**config.mk**
```make
export PLATFORM = sky130hd
export DESIGN_NAME = cpu8_top
export DESIGN_NICKNAME = d
export VERILOG_FILES = /design/src/cpu8_pkg.sv /design/src/cpu8_fetch.sv /design/src/cpu8_regfile.sv /design/src/cpu8_decode.sv /design/src/cpu8_hazard.sv /design/src/cpu8_execute.sv /design/src/cpu8_memory.sv /design/src/cpu8_writeback.sv /design/src/cpu8_top.sv
export SDC_FILE = /design/constraint.sdc
export NUM_CORES = 2
export LEC_CHECK = 0
export CORE_MARGIN = 2
export CORE_UTILIZATION = 40
export DETAILED_ROUTE_END_ITERATION = 12
export DONT_BUFFER_PORTS = 1
export HOLD_SLACK_MARGIN = 0.06
export SLEW_MARGIN = 10
export SYNTH_ARGS = -nofsm -noshare
export SYNTH_HDL_FRONTEND = slang
export SYNTH_HIERARCHICAL = 1
export SYNTH_SLANG_ARGS = --single-unit
```
**constraint.sdc**
```tcl
create_clock -name clk -period 6.43 [get_ports clk]
set_clock_uncertainty 0.05 [all_clocks]
set_input_delay 0.3215 -clock clk [delete_from_list [all_inputs] [get_ports clk]]
set_output_delay 0.3215 -clock clk [all_outputs]
set_load 0.05 [all_outputs]
```
**src/cpu8_pkg.sv**
```systemverilog
`default_nettype none

package cpu8_pkg;

    localparam int WORD_W    = 8;  // data and address width
    localparam int REG_IDX_W = 2;  // register index
    localparam int OPC_W     = 4;
    localparam int NUM_REGS  = 4;

    // opcodes, 14 and 15 decode as nop
    localparam logic [OPC_W-1:0] OP_NOP = 4'd0;
    localparam logic [OPC_W-1:0] OP_MOV = 4'd1;   // ra = rb
    localparam logic [OPC_W-1:0] OP_ADD = 4'd2;
    localparam logic [OPC_W-1:0] OP_SUB = 4'd3;
    localparam logic [OPC_W-1:0] OP_AND = 4'd4;
    localparam logic [OPC_W-1:0] OP_OR  = 4'd5;
    localparam logic [OPC_W-1:0] OP_OUT = 4'd6;   // out_port = ra
    localparam logic [OPC_W-1:0] OP_IN  = 4'd7;   // ra = in_port
    localparam logic [OPC_W-1:0] OP_LDM = 4'd8;   // two words, immediate follows
    localparam logic [OPC_W-1:0] OP_LDD = 4'd9;   // ra = mem[rb]
    localparam logic [OPC_W-1:0] OP_STD = 4'd10;  // mem[rb] = ra
    localparam logic [OPC_W-1:0] OP_JZ  = 4'd11;
    localparam logic [OPC_W-1:0] OP_JC  = 4'd12;
    localparam logic [OPC_W-1:0] OP_JMP = 4'd13;

    // bit positions in the flag register
    localparam int FLAG_Z = 0;
    localparam int FLAG_N = 1;
    localparam int FLAG_C = 2;
    localparam int FLAG_V = 3;

    localparam logic [1:0] FWD_NONE = 2'd0;  // operand from id/ex
    localparam logic [1:0] FWD_MEM  = 2'd1;  // from ex/mem result
    localparam logic [1:0] FWD_WB   = 2'd2;  // from writeback data

    localparam logic [1:0] RES_ALU = 2'd0;
    localparam logic [1:0] RES_IN  = 2'd1;   // sampled in_port
    localparam logic [1:0] RES_IMM = 2'd2;   // ldm immediate

    localparam logic WB_ALU = 1'b0;
    localparam logic WB_MEM = 1'b1;

    // one instruction word, either fields or the raw ldm immediate
    typedef union packed {
        struct packed {
            logic [OPC_W-1:0]     opcode;
            logic [REG_IDX_W-1:0] ra;
            logic [REG_IDX_W-1:0] rb;
        } f;
        logic [WORD_W-1:0] raw;
    } instr_u;

endpackage

`default_nettype wire

```
**src/cpu8_fetch.sv**
```systemverilog
`timescale 1ns/1ns
`default_nettype none

module cpu8_fetch (
    input  wire                         clk,
    input  wire                         rst_n,
    input  wire [cpu8_pkg::WORD_W-1:0]  instr_word,
    input  wire                         stall,
    input  wire                         flush_ifid,
    input  wire                         branch_taken,
    input  wire [cpu8_pkg::WORD_W-1:0]  branch_target,
    output logic [cpu8_pkg::WORD_W-1:0] pc,
    output cpu8_pkg::instr_u            ifid_word
);
    import cpu8_pkg::*;

    logic [WORD_W-1:0] pc_nxt;

    always_comb begin
        if (branch_taken) begin
            pc_nxt = branch_target;  // redirect wins over stall
        end else if (stall) begin
            pc_nxt = pc;
        end else begin
            pc_nxt = pc + 1'b1;  // wraps at 255
        end
    end

    always_ff @(posedge clk) begin
        if (!rst_n) begin
            pc            <= '0;
            ifid_word.raw <= {OP_NOP, 4'h0};
        end else begin
            pc <= pc_nxt;
            if (flush_ifid) begin
                ifid_word.raw <= {OP_NOP, 4'h0};  // drop wrong-path word
            end else if (!stall) begin
                ifid_word.raw <= instr_word;
            end
        end
    end

endmodule

`default_nettype wire

```
**src/cpu8_regfile.sv**
```systemverilog
`timescale 1ns/1ns
`default_nettype none

module cpu8_regfile (
    input  wire                            clk,
    input  wire                            rst_n,
    input  wire [cpu8_pkg::REG_IDX_W-1:0]  rd_a_idx,
    input  wire [cpu8_pkg::REG_IDX_W-1:0]  rd_b_idx,
    input  wire                            wb_en,
    input  wire [cpu8_pkg::REG_IDX_W-1:0]  wb_idx,
    input  wire [cpu8_pkg::WORD_W-1:0]     wb_data,
    output logic [cpu8_pkg::WORD_W-1:0]    rd_a_data,
    output logic [cpu8_pkg::WORD_W-1:0]    rd_b_data
);
    import cpu8_pkg::*;

    logic [WORD_W-1:0] regs [NUM_REGS];

    always_ff @(posedge clk) begin
        if (!rst_n) begin
            for (int i = 0; i < NUM_REGS; i++) begin
                regs[i] <= '0;
            end
        end else if (wb_en) begin
            regs[wb_idx] <= wb_data;
        end
    end

    // write-through so decode sees the value retiring this cycle
    assign rd_a_data = (wb_en && wb_idx == rd_a_idx) ? wb_data : regs[rd_a_idx];
    assign rd_b_data = (wb_en && wb_idx == rd_b_idx) ? wb_data : regs[rd_b_idx];

endmodule

`default_nettype wire

```
**src/cpu8_decode.sv**
```systemverilog
`timescale 1ns/1ns
`default_nettype none

module cpu8_decode (
    input  wire                             clk,
    input  wire                             rst_n,
    input  wire cpu8_pkg::instr_u           ifid_word,
    input  wire [cpu8_pkg::WORD_W-1:0]      in_port,
    input  wire [cpu8_pkg::WORD_W-1:0]      rd_a_data,
    input  wire [cpu8_pkg::WORD_W-1:0]      rd_b_data,
    input  wire                             bubble_idex,
    input  wire                             branch_taken,
    output logic [cpu8_pkg::REG_IDX_W-1:0]  rd_a_idx,
    output logic [cpu8_pkg::REG_IDX_W-1:0]  rd_b_idx,
    output logic [cpu8_pkg::OPC_W-1:0]      idex_op,
    output logic [cpu8_pkg::REG_IDX_W-1:0]  idex_ra_idx,
    output logic [cpu8_pkg::REG_IDX_W-1:0]  idex_rb_idx,
    output logic [cpu8_pkg::WORD_W-1:0]     idex_a,
    output logic [cpu8_pkg::WORD_W-1:0]     idex_b,
    output logic [cpu8_pkg::WORD_W-1:0]     idex_aux,
    output logic [1:0]                      idex_res_sel,
    output logic [cpu8_pkg::REG_IDX_W-1:0]  idex_dest,
    output logic                            idex_reg_we,
    output logic                            idex_mem_rd,
    output logic                            idex_mem_we,
    output logic                            idex_out_we
);
    import cpu8_pkg::*;

    logic                 imm_pend;   // if/id holds an ldm immediate
    logic [REG_IDX_W-1:0] imm_dest;   // ldm target across the two slots
    logic                 ldm_start;
    logic [OPC_W-1:0]     dec_op;
    logic [1:0]           dec_res_sel;
    logic [REG_IDX_W-1:0] dec_dest;
    logic                 dec_reg_we;
    logic                 dec_mem_rd;
    logic                 dec_mem_we;
    logic                 dec_out_we;

    assign rd_a_idx  = ifid_word.f.ra;
    assign rd_b_idx  = ifid_word.f.rb;
    assign ldm_start = !imm_pend && (ifid_word.f.opcode == OP_LDM);

    always_comb begin
        dec_op      = ifid_word.f.opcode;
        dec_res_sel = RES_ALU;
        dec_dest    = ifid_word.f.ra;  // every writer targets ra
        dec_reg_we  = 1'b0;
        dec_mem_rd  = 1'b0;
        dec_mem_we  = 1'b0;
        dec_out_we  = 1'b0;
        if (imm_pend) begin
            dec_op      = OP_LDM;  // second slot, the actual write
            dec_res_sel = RES_IMM;
            dec_dest    = imm_dest;
            dec_reg_we  = 1'b1;
        end else begin
            case (ifid_word.f.opcode)
                OP_MOV, OP_ADD, OP_SUB, OP_AND, OP_OR: dec_reg_we = 1'b1;
                OP_OUT: dec_out_we = 1'b1;
                OP_IN: begin
                    dec_reg_we  = 1'b1;
                    dec_res_sel = RES_IN;
                end
                OP_LDM: dec_op = OP_NOP;  // first slot goes out as a bubble
                OP_LDD: begin
                    dec_reg_we = 1'b1;
                    dec_mem_rd = 1'b1;
                end
                OP_STD: dec_mem_we = 1'b1;
                OP_JZ, OP_JC, OP_JMP: dec_op = ifid_word.f.opcode;  // taken in execute
                default: dec_op = OP_NOP;  // nop, 14, 15
            endcase
        end
    end

    always_ff @(posedge clk) begin
        if (!rst_n || branch_taken) begin
            imm_pend <= 1'b0;
        end else if (!bubble_idex) begin
            imm_pend <= ldm_start;  // held through a stall
        end
    end

    // id/ex control, bubble on stall or kill
    always_ff @(posedge clk) begin
        if (!rst_n || bubble_idex) begin
            idex_op      <= OP_NOP;
            idex_res_sel <= RES_ALU;
            idex_reg_we  <= 1'b0;
            idex_mem_rd  <= 1'b0;
            idex_mem_we  <= 1'b0;
            idex_out_we  <= 1'b0;
        end else begin
            idex_op      <= dec_op;
            idex_res_sel <= dec_res_sel;
            idex_reg_we  <= dec_reg_we;
            idex_mem_rd  <= dec_mem_rd;
            idex_mem_we  <= dec_mem_we;
            idex_out_we  <= dec_out_we;
        end
    end

    always_ff @(posedge clk) begin
        idex_ra_idx <= ifid_word.f.ra;
        idex_rb_idx <= ifid_word.f.rb;
        idex_a      <= rd_a_data;
        idex_b      <= rd_b_data;
        idex_aux    <= imm_pend ? ifid_word.raw : in_port;  // raw view, or in_port sample
        idex_dest   <= dec_dest;
        if (ldm_start) begin
            imm_dest <= ifid_word.f.ra;
        end
    end

endmodule

`default_nettype wire

```
**src/cpu8_hazard.sv**
```systemverilog
`timescale 1ns/1ns
`default_nettype none

module cpu8_hazard (
    input  wire cpu8_pkg::instr_u           ifid_word,
    input  wire [cpu8_pkg::REG_IDX_W-1:0]   idex_dest,
    input  wire                             idex_mem_rd,
    input  wire [cpu8_pkg::REG_IDX_W-1:0]   idex_ra_idx,
    input  wire [cpu8_pkg::REG_IDX_W-1:0]   idex_rb_idx,
    input  wire [cpu8_pkg::REG_IDX_W-1:0]   exmem_dest,
    input  wire                             exmem_reg_we,
    input  wire [cpu8_pkg::REG_IDX_W-1:0]   memwb_dest,
    input  wire                             memwb_reg_we,
    input  wire                             branch_taken,
    output logic                            stall,
    output logic                            flush_ifid,
    output logic                            bubble_idex,
    output logic [1:0]                      fwd_a,
    output logic [1:0]                      fwd_b
);
    import cpu8_pkg::*;

    logic [OPC_W-1:0] op;
    logic             uses_ra;
    logic             uses_rb;

    // during an ldm immediate ex holds the ldm bubble, so no false stall
    assign op      = ifid_word.f.opcode;
    assign uses_ra = op inside {OP_ADD, OP_SUB, OP_AND, OP_OR, OP_OUT, OP_STD};
    assign uses_rb = op inside {OP_MOV, OP_ADD, OP_SUB, OP_AND, OP_OR,
                                OP_LDD, OP_STD, OP_JZ, OP_JC, OP_JMP};

    // load data only exists after mem, wait one cycle then take it from wb
    assign stall = idex_mem_rd && ((uses_ra && idex_dest == ifid_word.f.ra) ||
                                   (uses_rb && idex_dest == ifid_word.f.rb));

    assign flush_ifid  = branch_taken;          // word being fetched
    assign bubble_idex = stall || branch_taken;  // word in decode

    // youngest producer first
    assign fwd_a = (exmem_reg_we && exmem_dest == idex_ra_idx) ? FWD_MEM :
                   (memwb_reg_we && memwb_dest == idex_ra_idx) ? FWD_WB : FWD_NONE;
    assign fwd_b = (exmem_reg_we && exmem_dest == idex_rb_idx) ? FWD_MEM :
                   (memwb_reg_we && memwb_dest == idex_rb_idx) ? FWD_WB : FWD_NONE;

endmodule

`default_nettype wire

```
**src/cpu8_execute.sv**
```systemverilog
`timescale 1ns/1ns
`default_nettype none

module cpu8_execute (
    input  wire                             clk,
    input  wire                             rst_n,
    input  wire [cpu8_pkg::OPC_W-1:0]       idex_op,
    input  wire [cpu8_pkg::WORD_W-1:0]      idex_a,
    input  wire [cpu8_pkg::WORD_W-1:0]      idex_b,
    input  wire [cpu8_pkg::WORD_W-1:0]      idex_aux,
    input  wire [1:0]                       idex_res_sel,
    input  wire [cpu8_pkg::REG_IDX_W-1:0]   idex_dest,
    input  wire                             idex_reg_we,
    input  wire                             idex_mem_rd,
    input  wire                             idex_mem_we,
    input  wire                             idex_out_we,
    input  wire [1:0]                       fwd_a,
    input  wire [1:0]                       fwd_b,
    input  wire [cpu8_pkg::WORD_W-1:0]      wb_data,
    output logic                            branch_taken,
    output logic [cpu8_pkg::WORD_W-1:0]     branch_target,
    output logic [cpu8_pkg::WORD_W-1:0]     exmem_result,
    output logic [cpu8_pkg::WORD_W-1:0]     exmem_store,
    output logic [cpu8_pkg::REG_IDX_W-1:0]  exmem_dest,
    output logic                            exmem_reg_we,
    output logic                            exmem_mem_rd,
    output logic                            exmem_mem_we,
    output logic                            exmem_out_we
);
    import cpu8_pkg::*;

    logic [WORD_W-1:0] op_a;
    logic [WORD_W-1:0] op_b;
    logic              is_sub;
    logic [WORD_W-1:0] b_eff;     // rb, inverted for sub
    logic [WORD_W:0]   sum;       // msb is carry out
    logic [WORD_W-1:0] alu_res;
    logic [3:0]        flags;
    logic [3:0]        flags_nxt;

    assign op_a = (fwd_a == FWD_MEM) ? exmem_result : (fwd_a == FWD_WB) ? wb_data : idex_a;
    assign op_b = (fwd_b == FWD_MEM) ? exmem_result : (fwd_b == FWD_WB) ? wb_data : idex_b;

    // sub as a + ~b + 1, carry out high means no borrow
    assign is_sub = (idex_op == OP_SUB);
    assign b_eff  = is_sub ? ~op_b : op_b;
    assign sum    = {1'b0, op_a} + {1'b0, b_eff} + {{WORD_W{1'b0}}, is_sub};

    always_comb begin
        flags_nxt = flags;
        case (idex_op)
            OP_ADD, OP_SUB: begin
                alu_res           = sum[WORD_W-1:0];
                flags_nxt[FLAG_C] = sum[WORD_W];
                flags_nxt[FLAG_V] = (op_a[WORD_W-1] == b_eff[WORD_W-1]) &&
                                    (alu_res[WORD_W-1] != op_a[WORD_W-1]);
            end
            OP_AND: alu_res = op_a & op_b;
            OP_OR: alu_res = op_a | op_b;
            default: alu_res = op_b;  // mov, and the ldd/std address
        endcase
        if (idex_op inside {OP_ADD, OP_SUB, OP_AND, OP_OR}) begin
            flags_nxt[FLAG_Z] = (alu_res == '0);
            flags_nxt[FLAG_N] = alu_res[WORD_W-1];
        end
    end

    // flags already hold the result of the instruction just ahead
    always_comb begin
        case (idex_op)
            OP_JZ: branch_taken = flags[FLAG_Z];
            OP_JC: branch_taken = flags[FLAG_C];
            OP_JMP: branch_taken = 1'b1;
            default: branch_taken = 1'b0;
        endcase
    end

    assign branch_target = op_b;

    always_ff @(posedge clk) begin
        if (!rst_n) begin
            flags        <= '0;
            exmem_reg_we <= 1'b0;
            exmem_mem_rd <= 1'b0;
            exmem_mem_we <= 1'b0;
            exmem_out_we <= 1'b0;
        end else begin
            flags        <= flags_nxt;
            exmem_reg_we <= idex_reg_we;
            exmem_mem_rd <= idex_mem_rd;
            exmem_mem_we <= idex_mem_we;
            exmem_out_we <= idex_out_we;
        end
    end

    always_ff @(posedge clk) begin
        exmem_result <= (idex_res_sel == RES_ALU) ? alu_res : idex_aux;
        exmem_store  <= op_a;  // std data and out value
        exmem_dest   <= idex_dest;
    end

endmodule

`default_nettype wire

```
**src/cpu8_memory.sv**
```systemverilog
`timescale 1ns/1ns
`default_nettype none

module cpu8_memory #(
    parameter int MEM_DEPTH = 256  // power of two, at most 256
) (
    input  wire                         clk,
    input  wire [cpu8_pkg::WORD_W-1:0]  addr_a,
    input  wire [cpu8_pkg::WORD_W-1:0]  addr_b,
    input  wire                         we_b,
    input  wire [cpu8_pkg::WORD_W-1:0]  wdata_b,
    output logic [cpu8_pkg::WORD_W-1:0] rdata_a,
    output logic [cpu8_pkg::WORD_W-1:0] rdata_b
);
    import cpu8_pkg::*;

    localparam int AW = $clog2(MEM_DEPTH);

    logic [WORD_W-1:0] mem [MEM_DEPTH];

    always_ff @(posedge clk) begin
        if (we_b) begin
            mem[addr_b[AW-1:0]] <= wdata_b;  // upper address bits wrap
        end
    end

    assign rdata_a = mem[addr_a[AW-1:0]];  // instruction port
    assign rdata_b = mem[addr_b[AW-1:0]];  // data port

endmodule

`default_nettype wire

```
**src/cpu8_writeback.sv**
```systemverilog
`timescale 1ns/1ns
`default_nettype none

module cpu8_writeback (
    input  wire                             clk,
    input  wire                             rst_n,
    input  wire [cpu8_pkg::WORD_W-1:0]      exmem_result,
    input  wire [cpu8_pkg::REG_IDX_W-1:0]   exmem_dest,
    input  wire                             exmem_reg_we,
    input  wire                             exmem_mem_rd,
    input  wire                             exmem_out_we,
    input  wire [cpu8_pkg::WORD_W-1:0]      exmem_store,
    input  wire [cpu8_pkg::WORD_W-1:0]      mem_rdata,
    output logic                            wb_en,
    output logic [cpu8_pkg::REG_IDX_W-1:0]  wb_idx,
    output logic [cpu8_pkg::WORD_W-1:0]     wb_data,
    output logic [cpu8_pkg::WORD_W-1:0]     out_port
);
    import cpu8_pkg::*;

    logic              memwb_sel;
    logic              memwb_out_we;
    logic [WORD_W-1:0] memwb_alu;
    logic [WORD_W-1:0] memwb_mem;
    logic [WORD_W-1:0] memwb_out;

    always_ff @(posedge clk) begin
        if (!rst_n) begin
            wb_en        <= 1'b0;
            memwb_sel    <= WB_ALU;
            memwb_out_we <= 1'b0;
            out_port     <= '0;
        end else begin
            wb_en        <= exmem_reg_we;
            memwb_sel    <= exmem_mem_rd ? WB_MEM : WB_ALU;
            memwb_out_we <= exmem_out_we;
            if (memwb_out_we) begin
                out_port <= memwb_out;  // holds until the next out
            end
        end
    end

    always_ff @(posedge clk) begin
        wb_idx    <= exmem_dest;
        memwb_alu <= exmem_result;
        memwb_mem <= mem_rdata;   // async port b read in mem stage
        memwb_out <= exmem_store;
    end

    assign wb_data = (memwb_sel == WB_MEM) ? memwb_mem : memwb_alu;

endmodule

`default_nettype wire

```
**src/cpu8_top.sv**
```systemverilog
`timescale 1ns/1ns
`default_nettype none

module cpu8_top #(
    parameter int MEM_DEPTH = 256
) (
    input  wire                         clk,
    input  wire                         rst_n,
    input  wire [cpu8_pkg::WORD_W-1:0]  in_port,
    output logic [cpu8_pkg::WORD_W-1:0] out_port
);
    import cpu8_pkg::*;

    logic [WORD_W-1:0]    pc;
    logic [WORD_W-1:0]    instr_word;
    instr_u               ifid_word;
    logic                 stall;
    logic                 flush_ifid;
    logic                 bubble_idex;
    logic [1:0]           fwd_a;
    logic [1:0]           fwd_b;
    logic                 branch_taken;
    logic [WORD_W-1:0]    branch_target;
    logic [REG_IDX_W-1:0] rd_a_idx;
    logic [REG_IDX_W-1:0] rd_b_idx;
    logic [WORD_W-1:0]    rd_a_data;
    logic [WORD_W-1:0]    rd_b_data;
    logic [OPC_W-1:0]     idex_op;
    logic [REG_IDX_W-1:0] idex_ra_idx;
    logic [REG_IDX_W-1:0] idex_rb_idx;
    logic [WORD_W-1:0]    idex_a;
    logic [WORD_W-1:0]    idex_b;
    logic [WORD_W-1:0]    idex_aux;
    logic [1:0]           idex_res_sel;
    logic [REG_IDX_W-1:0] idex_dest;
    logic                 idex_reg_we;
    logic                 idex_mem_rd;
    logic                 idex_mem_we;
    logic                 idex_out_we;
    logic [WORD_W-1:0]    exmem_result;
    logic [WORD_W-1:0]    exmem_store;
    logic [REG_IDX_W-1:0] exmem_dest;
    logic                 exmem_reg_we;
    logic                 exmem_mem_rd;
    logic                 exmem_mem_we;
    logic                 exmem_out_we;
    logic [WORD_W-1:0]    mem_rdata;
    logic                 wb_en;
    logic [REG_IDX_W-1:0] wb_idx;
    logic [WORD_W-1:0]    wb_data;

    cpu8_fetch u_fetch (
        .clk(clk), .rst_n(rst_n), .instr_word(instr_word),
        .stall(stall), .flush_ifid(flush_ifid),
        .branch_taken(branch_taken), .branch_target(branch_target),
        .pc(pc), .ifid_word(ifid_word)
    );

    cpu8_decode u_decode (
        .clk(clk), .rst_n(rst_n), .ifid_word(ifid_word), .in_port(in_port),
        .rd_a_data(rd_a_data), .rd_b_data(rd_b_data),
        .bubble_idex(bubble_idex), .branch_taken(branch_taken),
        .rd_a_idx(rd_a_idx), .rd_b_idx(rd_b_idx), .idex_op(idex_op),
        .idex_ra_idx(idex_ra_idx), .idex_rb_idx(idex_rb_idx),
        .idex_a(idex_a), .idex_b(idex_b), .idex_aux(idex_aux),
        .idex_res_sel(idex_res_sel), .idex_dest(idex_dest),
        .idex_reg_we(idex_reg_we), .idex_mem_rd(idex_mem_rd),
        .idex_mem_we(idex_mem_we), .idex_out_we(idex_out_we)
    );

    cpu8_regfile u_regfile (
        .clk(clk), .rst_n(rst_n), .rd_a_idx(rd_a_idx), .rd_b_idx(rd_b_idx),
        .wb_en(wb_en), .wb_idx(wb_idx), .wb_data(wb_data),
        .rd_a_data(rd_a_data), .rd_b_data(rd_b_data)
    );

    cpu8_hazard u_hazard (
        .ifid_word(ifid_word), .idex_dest(idex_dest), .idex_mem_rd(idex_mem_rd),
        .idex_ra_idx(idex_ra_idx), .idex_rb_idx(idex_rb_idx),
        .exmem_dest(exmem_dest), .exmem_reg_we(exmem_reg_we),
        .memwb_dest(wb_idx), .memwb_reg_we(wb_en),  // mem/wb lives in writeback
        .branch_taken(branch_taken), .stall(stall), .flush_ifid(flush_ifid),
        .bubble_idex(bubble_idex), .fwd_a(fwd_a), .fwd_b(fwd_b)
    );

    cpu8_execute u_execute (
        .clk(clk), .rst_n(rst_n), .idex_op(idex_op),
        .idex_a(idex_a), .idex_b(idex_b), .idex_aux(idex_aux),
        .idex_res_sel(idex_res_sel), .idex_dest(idex_dest),
        .idex_reg_we(idex_reg_we), .idex_mem_rd(idex_mem_rd),
        .idex_mem_we(idex_mem_we), .idex_out_we(idex_out_we),
        .fwd_a(fwd_a), .fwd_b(fwd_b), .wb_data(wb_data),
        .branch_taken(branch_taken), .branch_target(branch_target),
        .exmem_result(exmem_result), .exmem_store(exmem_store),
        .exmem_dest(exmem_dest), .exmem_reg_we(exmem_reg_we),
        .exmem_mem_rd(exmem_mem_rd), .exmem_mem_we(exmem_mem_we),
        .exmem_out_we(exmem_out_we)
    );

    cpu8_memory #(
        .MEM_DEPTH(MEM_DEPTH)
    ) u_memory (
        .clk(clk), .addr_a(pc), .addr_b(exmem_result),  // ldd/std address in result
        .we_b(exmem_mem_we), .wdata_b(exmem_store),
        .rdata_a(instr_word), .rdata_b(mem_rdata)
    );

    cpu8_writeback u_writeback (
        .clk(clk), .rst_n(rst_n), .exmem_result(exmem_result),
        .exmem_dest(exmem_dest), .exmem_reg_we(exmem_reg_we),
        .exmem_mem_rd(exmem_mem_rd), .exmem_out_we(exmem_out_we),
        .exmem_store(exmem_store), .mem_rdata(mem_rdata),
        .wb_en(wb_en), .wb_idx(wb_idx), .wb_data(wb_data), .out_port(out_port)
    );

endmodule

`default_nettype wire

```
==> flow_summary.toml <==
[setup_path]
crit_path_end_kind = "flip-flop"
max_stage_delay_ns = 0.99
path_cells = "buf_12, buf_4, mux4_2, and2_1, a211oi_1, o311ai_0, nor2_1, nor4_1, mux2i_1, nor2_1"
slowest_stage = "dfxtp_4"
path_buf_inv = 2
path_common_cell = "nor2_1"
crit_path_start_kind = "flip-flop"
critPathKind = "flip-flop to flip-flop"
path_max_fanout = 29
worstPathArrival_ns = 5.54
cp_top_family = "compound AO/OA/AOI/OAI gates"
worstPathRequired_ns = 7.16

[timing]
period_share_pct = 74.7
worstMarginPinSlew_ns = 1.43
hold_viol_final = 0
finalSetupViolCount = 0
setup_ws_ns = 1.63
drv_slew = 0
relSlewSlack_pct = 4.71
timing.fmax_mhz = 208
setup_tns_ns = 0
period_needed_ns = 4.80
rsz0062_at_grt = "no"

[finish]
area_growth_pct = 11.9
nFillCells = 21800
fin_area_um2 = 116000
drive_gt1_share_pct = 31.3
nets = 5530
fin_cells = 9102

[clocking]
clk_pin_slew_ns = 0.06
cts_resized = 0
cts-root-buf = "clkbuf_16"
cts_hold_buf = 19
cts_made_buffers = 230
htreeDepth = 4
clkLatencyLatePin_ns = 0.90
cts.sinks = 2200
cts_tree = "built"
cts_setup_buffers = 0
clock_path_buffers = 3

[logic_synthesis]
ys_async_sr_fraction_pct = 0
yosysTopAreaCell = "edfxtp_1"
syn_avg_cell_area_um2 = 18.8
ys_seq_area_share_pct = 62.8
synthFlopType = "edfxtp_1"
synth_edf_count = 2082
synth_top_area_share_pct = 60.5
synthTopCellsByArea = "edfxtp_1 (60%), mux4_2 (23%), mux2i_1 (2.9%)"
synth_seq_cells = 2200
synth_cell_types = 101
synth_nets = 5504
syn_area_um2 = 103000
yosysWarnings = 6
synth_cells = 5485

[grt]
grt_usage_pct = 26.9
grt_start_max_net_pins = 206
grt_pass1_wl_um = 492000
grt_pass1_vias = 58900
grt_overflow = 0
antenna_found_initial = 16

[drt]
drc = 0
vias_per_cell = 6.71
first_pass_iters = 9
detail-route-antenna-nets = 0
wl_per_cell_um = 39.3
initialDrtViolationCount = 10200
vias = 61100
wl_um = 358000

[place]
numPortBuffers = 0
globalplace.congestion = 1.02
dp_hpwl_um = 236000
placed_cells = 8644
place_ws_ns = 1.75
place_area_um2 = 108000

[hold_path]
hp-class = "input pin to flip-flop"

[power]
power_w = 0.0403
pwr_density_cell_nw_per_um2 = 349
p_leak_nw = 35.0
irDropWorstVdd_mv = 0.304

[floorplan]
ios = 18
rows = 186
die-height_um = 512
die_w_um = 512
core-area_um2 = 257000
dieArea_um2 = 262000
start_util_pct = 40.2

[job]
max-cap-violations = 0

[status]
run_status = "completed"
[registers in the layout, indices dropped and copies added (netlist names), 4 cells and up]
signal,flops
u_writeback/memwb_alu,8
u_execute/exmem_result,8
u_writeback/memwb_mem,8
u_memory/mem,2048
u_fetch/ifid_word,8
u_decode/idex_a,8
u_decode/idex_op,4
u_fetch/pc,8
u_writeback/out_port,8
u_decode/idex_b,8
u_decode/idex_aux,8
u_writeback/memwb_out,8
u_regfile/regs,32
u_execute/exmem_store,8
[path summary, 6_finish.rpt]
kind	from	to	slack, ns	cells after the start
hold reg to reg	u_execute/exmem_dest[1]$_DFF_P_	u_writeback/wb_idx[1]$_DFF_P_	0.35	0
setup reg to reg	u_fetch/pc[0]$_SDFFE_PN0P_	u_fetch/ifid_word[7]$_SDFFE_PP0N_	1.63	10
hold / removal	rst_n	u_fetch/pc[2]$_SDFFE_PN0P_	0.33	3
setup / recovery	u_fetch/pc[0]$_SDFFE_PN0P_	u_fetch/ifid_word[7]$_SDFFE_PP0N_	1.63	10
[where the power goes]
group / switching (W) / internal, W
Sequential: 0.000632 / 0.0166
Combinational: 0.00592 / 0.00315
Clock: 0.00591 / 0.00814
[per-layer routing]
| layer | vias up | share of wire (%) | GRT usage, % |
|---|---|---|---|
| li1 | 23400 | - | - |
| met1 | 33000 | 38 | 36.9 |
| met2 | 3989 | 44 | 39.3 |
| met3 | 699 | 12 | 8.04 |
| met4 | 6 | 5.4 | 12.6 |
| met5 | - | 0.030 | 0.292 |
[final cells by class]
cell class,count,area (um2),share of cell area (%)
Antenna cell,11,27.5,0.0238
Clock buffer,281,6140,5.31
Clock inverter,147,1790,1.55
Inverter,14,60.1,0.0519
Multi-Input combinational cell,2826,36200,31.3
Sequential cell,2200,65000,56.2
Tap cell,3384,4230,3.66
Timing Repair Buffer,239,2250,1.95
[layout by cell type (no fill, tap or decap), types with 20 or more instances in the layout]
cell type and count:
edfxtp_1 2082, mux4_2 1069, nor2_1 320, mux2i_1 300, clkbuf_16 236, buf_4 188
nand2_1 139, a21oi_1 99, dfxtp_1 98, a22oi_1 93, nand3_1 76, o22ai_1 50
o21ai_0 49, clkinv_1 42, and2_1 42, clkbuf_1 38, o221ai_1 38, clkinv_2 36
nor3_1 34, a211oi_1 34, bufinv_16 33, buf_12 33, nor2b_1 32, nand4_1 31
nand2b_1 30, mux2_2 29, and3_1 28, mux2_4 24, xnor2_1 23, o211ai_1 20
[cell families (layout without fill, tap and decap cells)]
group | Yosys count | after routing | synth area share [%]
DFF | 2200 | 2200 | 62.8
buffers and inverters | 459 | 681 | 2.35
and+or+nand+nor | 840 | 840 | 4.00
adders and majority gates | 14 | 14 | 0.166
muxes | 1424 | 1424 | 26.9
AOI/OAI and AO/OA | 517 | 517 | 3.51
other | 0 | 11 | 0
xor gates and xnor gates | 31 | 31 | 0.292
[per-stage QoR]
stage | util (%) | hold WS, ns
CTS | 45.0 | 0.264
global placement | 41.8 | 0.336
finish | 45.0 | 0.328
floorplan | - | 0.311
detailed placement | 41.8 | 0.344
global route | 45.0 | 0.325
[tightest hold or removal path, delay by kind of cell]
kind	cells	cell delay, ns
compound gates	1	0.13
buf+inv	2	0.78
[cells in the mapped netlist, types with 52 or more instances]
master    count
nor2_1      321
edfxtp_1   2082
a22oi_1      93
buf_4        52
buf_1        52
nand3_1      76
dfxtp_1     118
clkbuf_1    171
mux4_2     1069
nand2_1     142
a21oi_1      99
buf_2       123
mux2i_1     300
(Power assumes the default switching activity.)
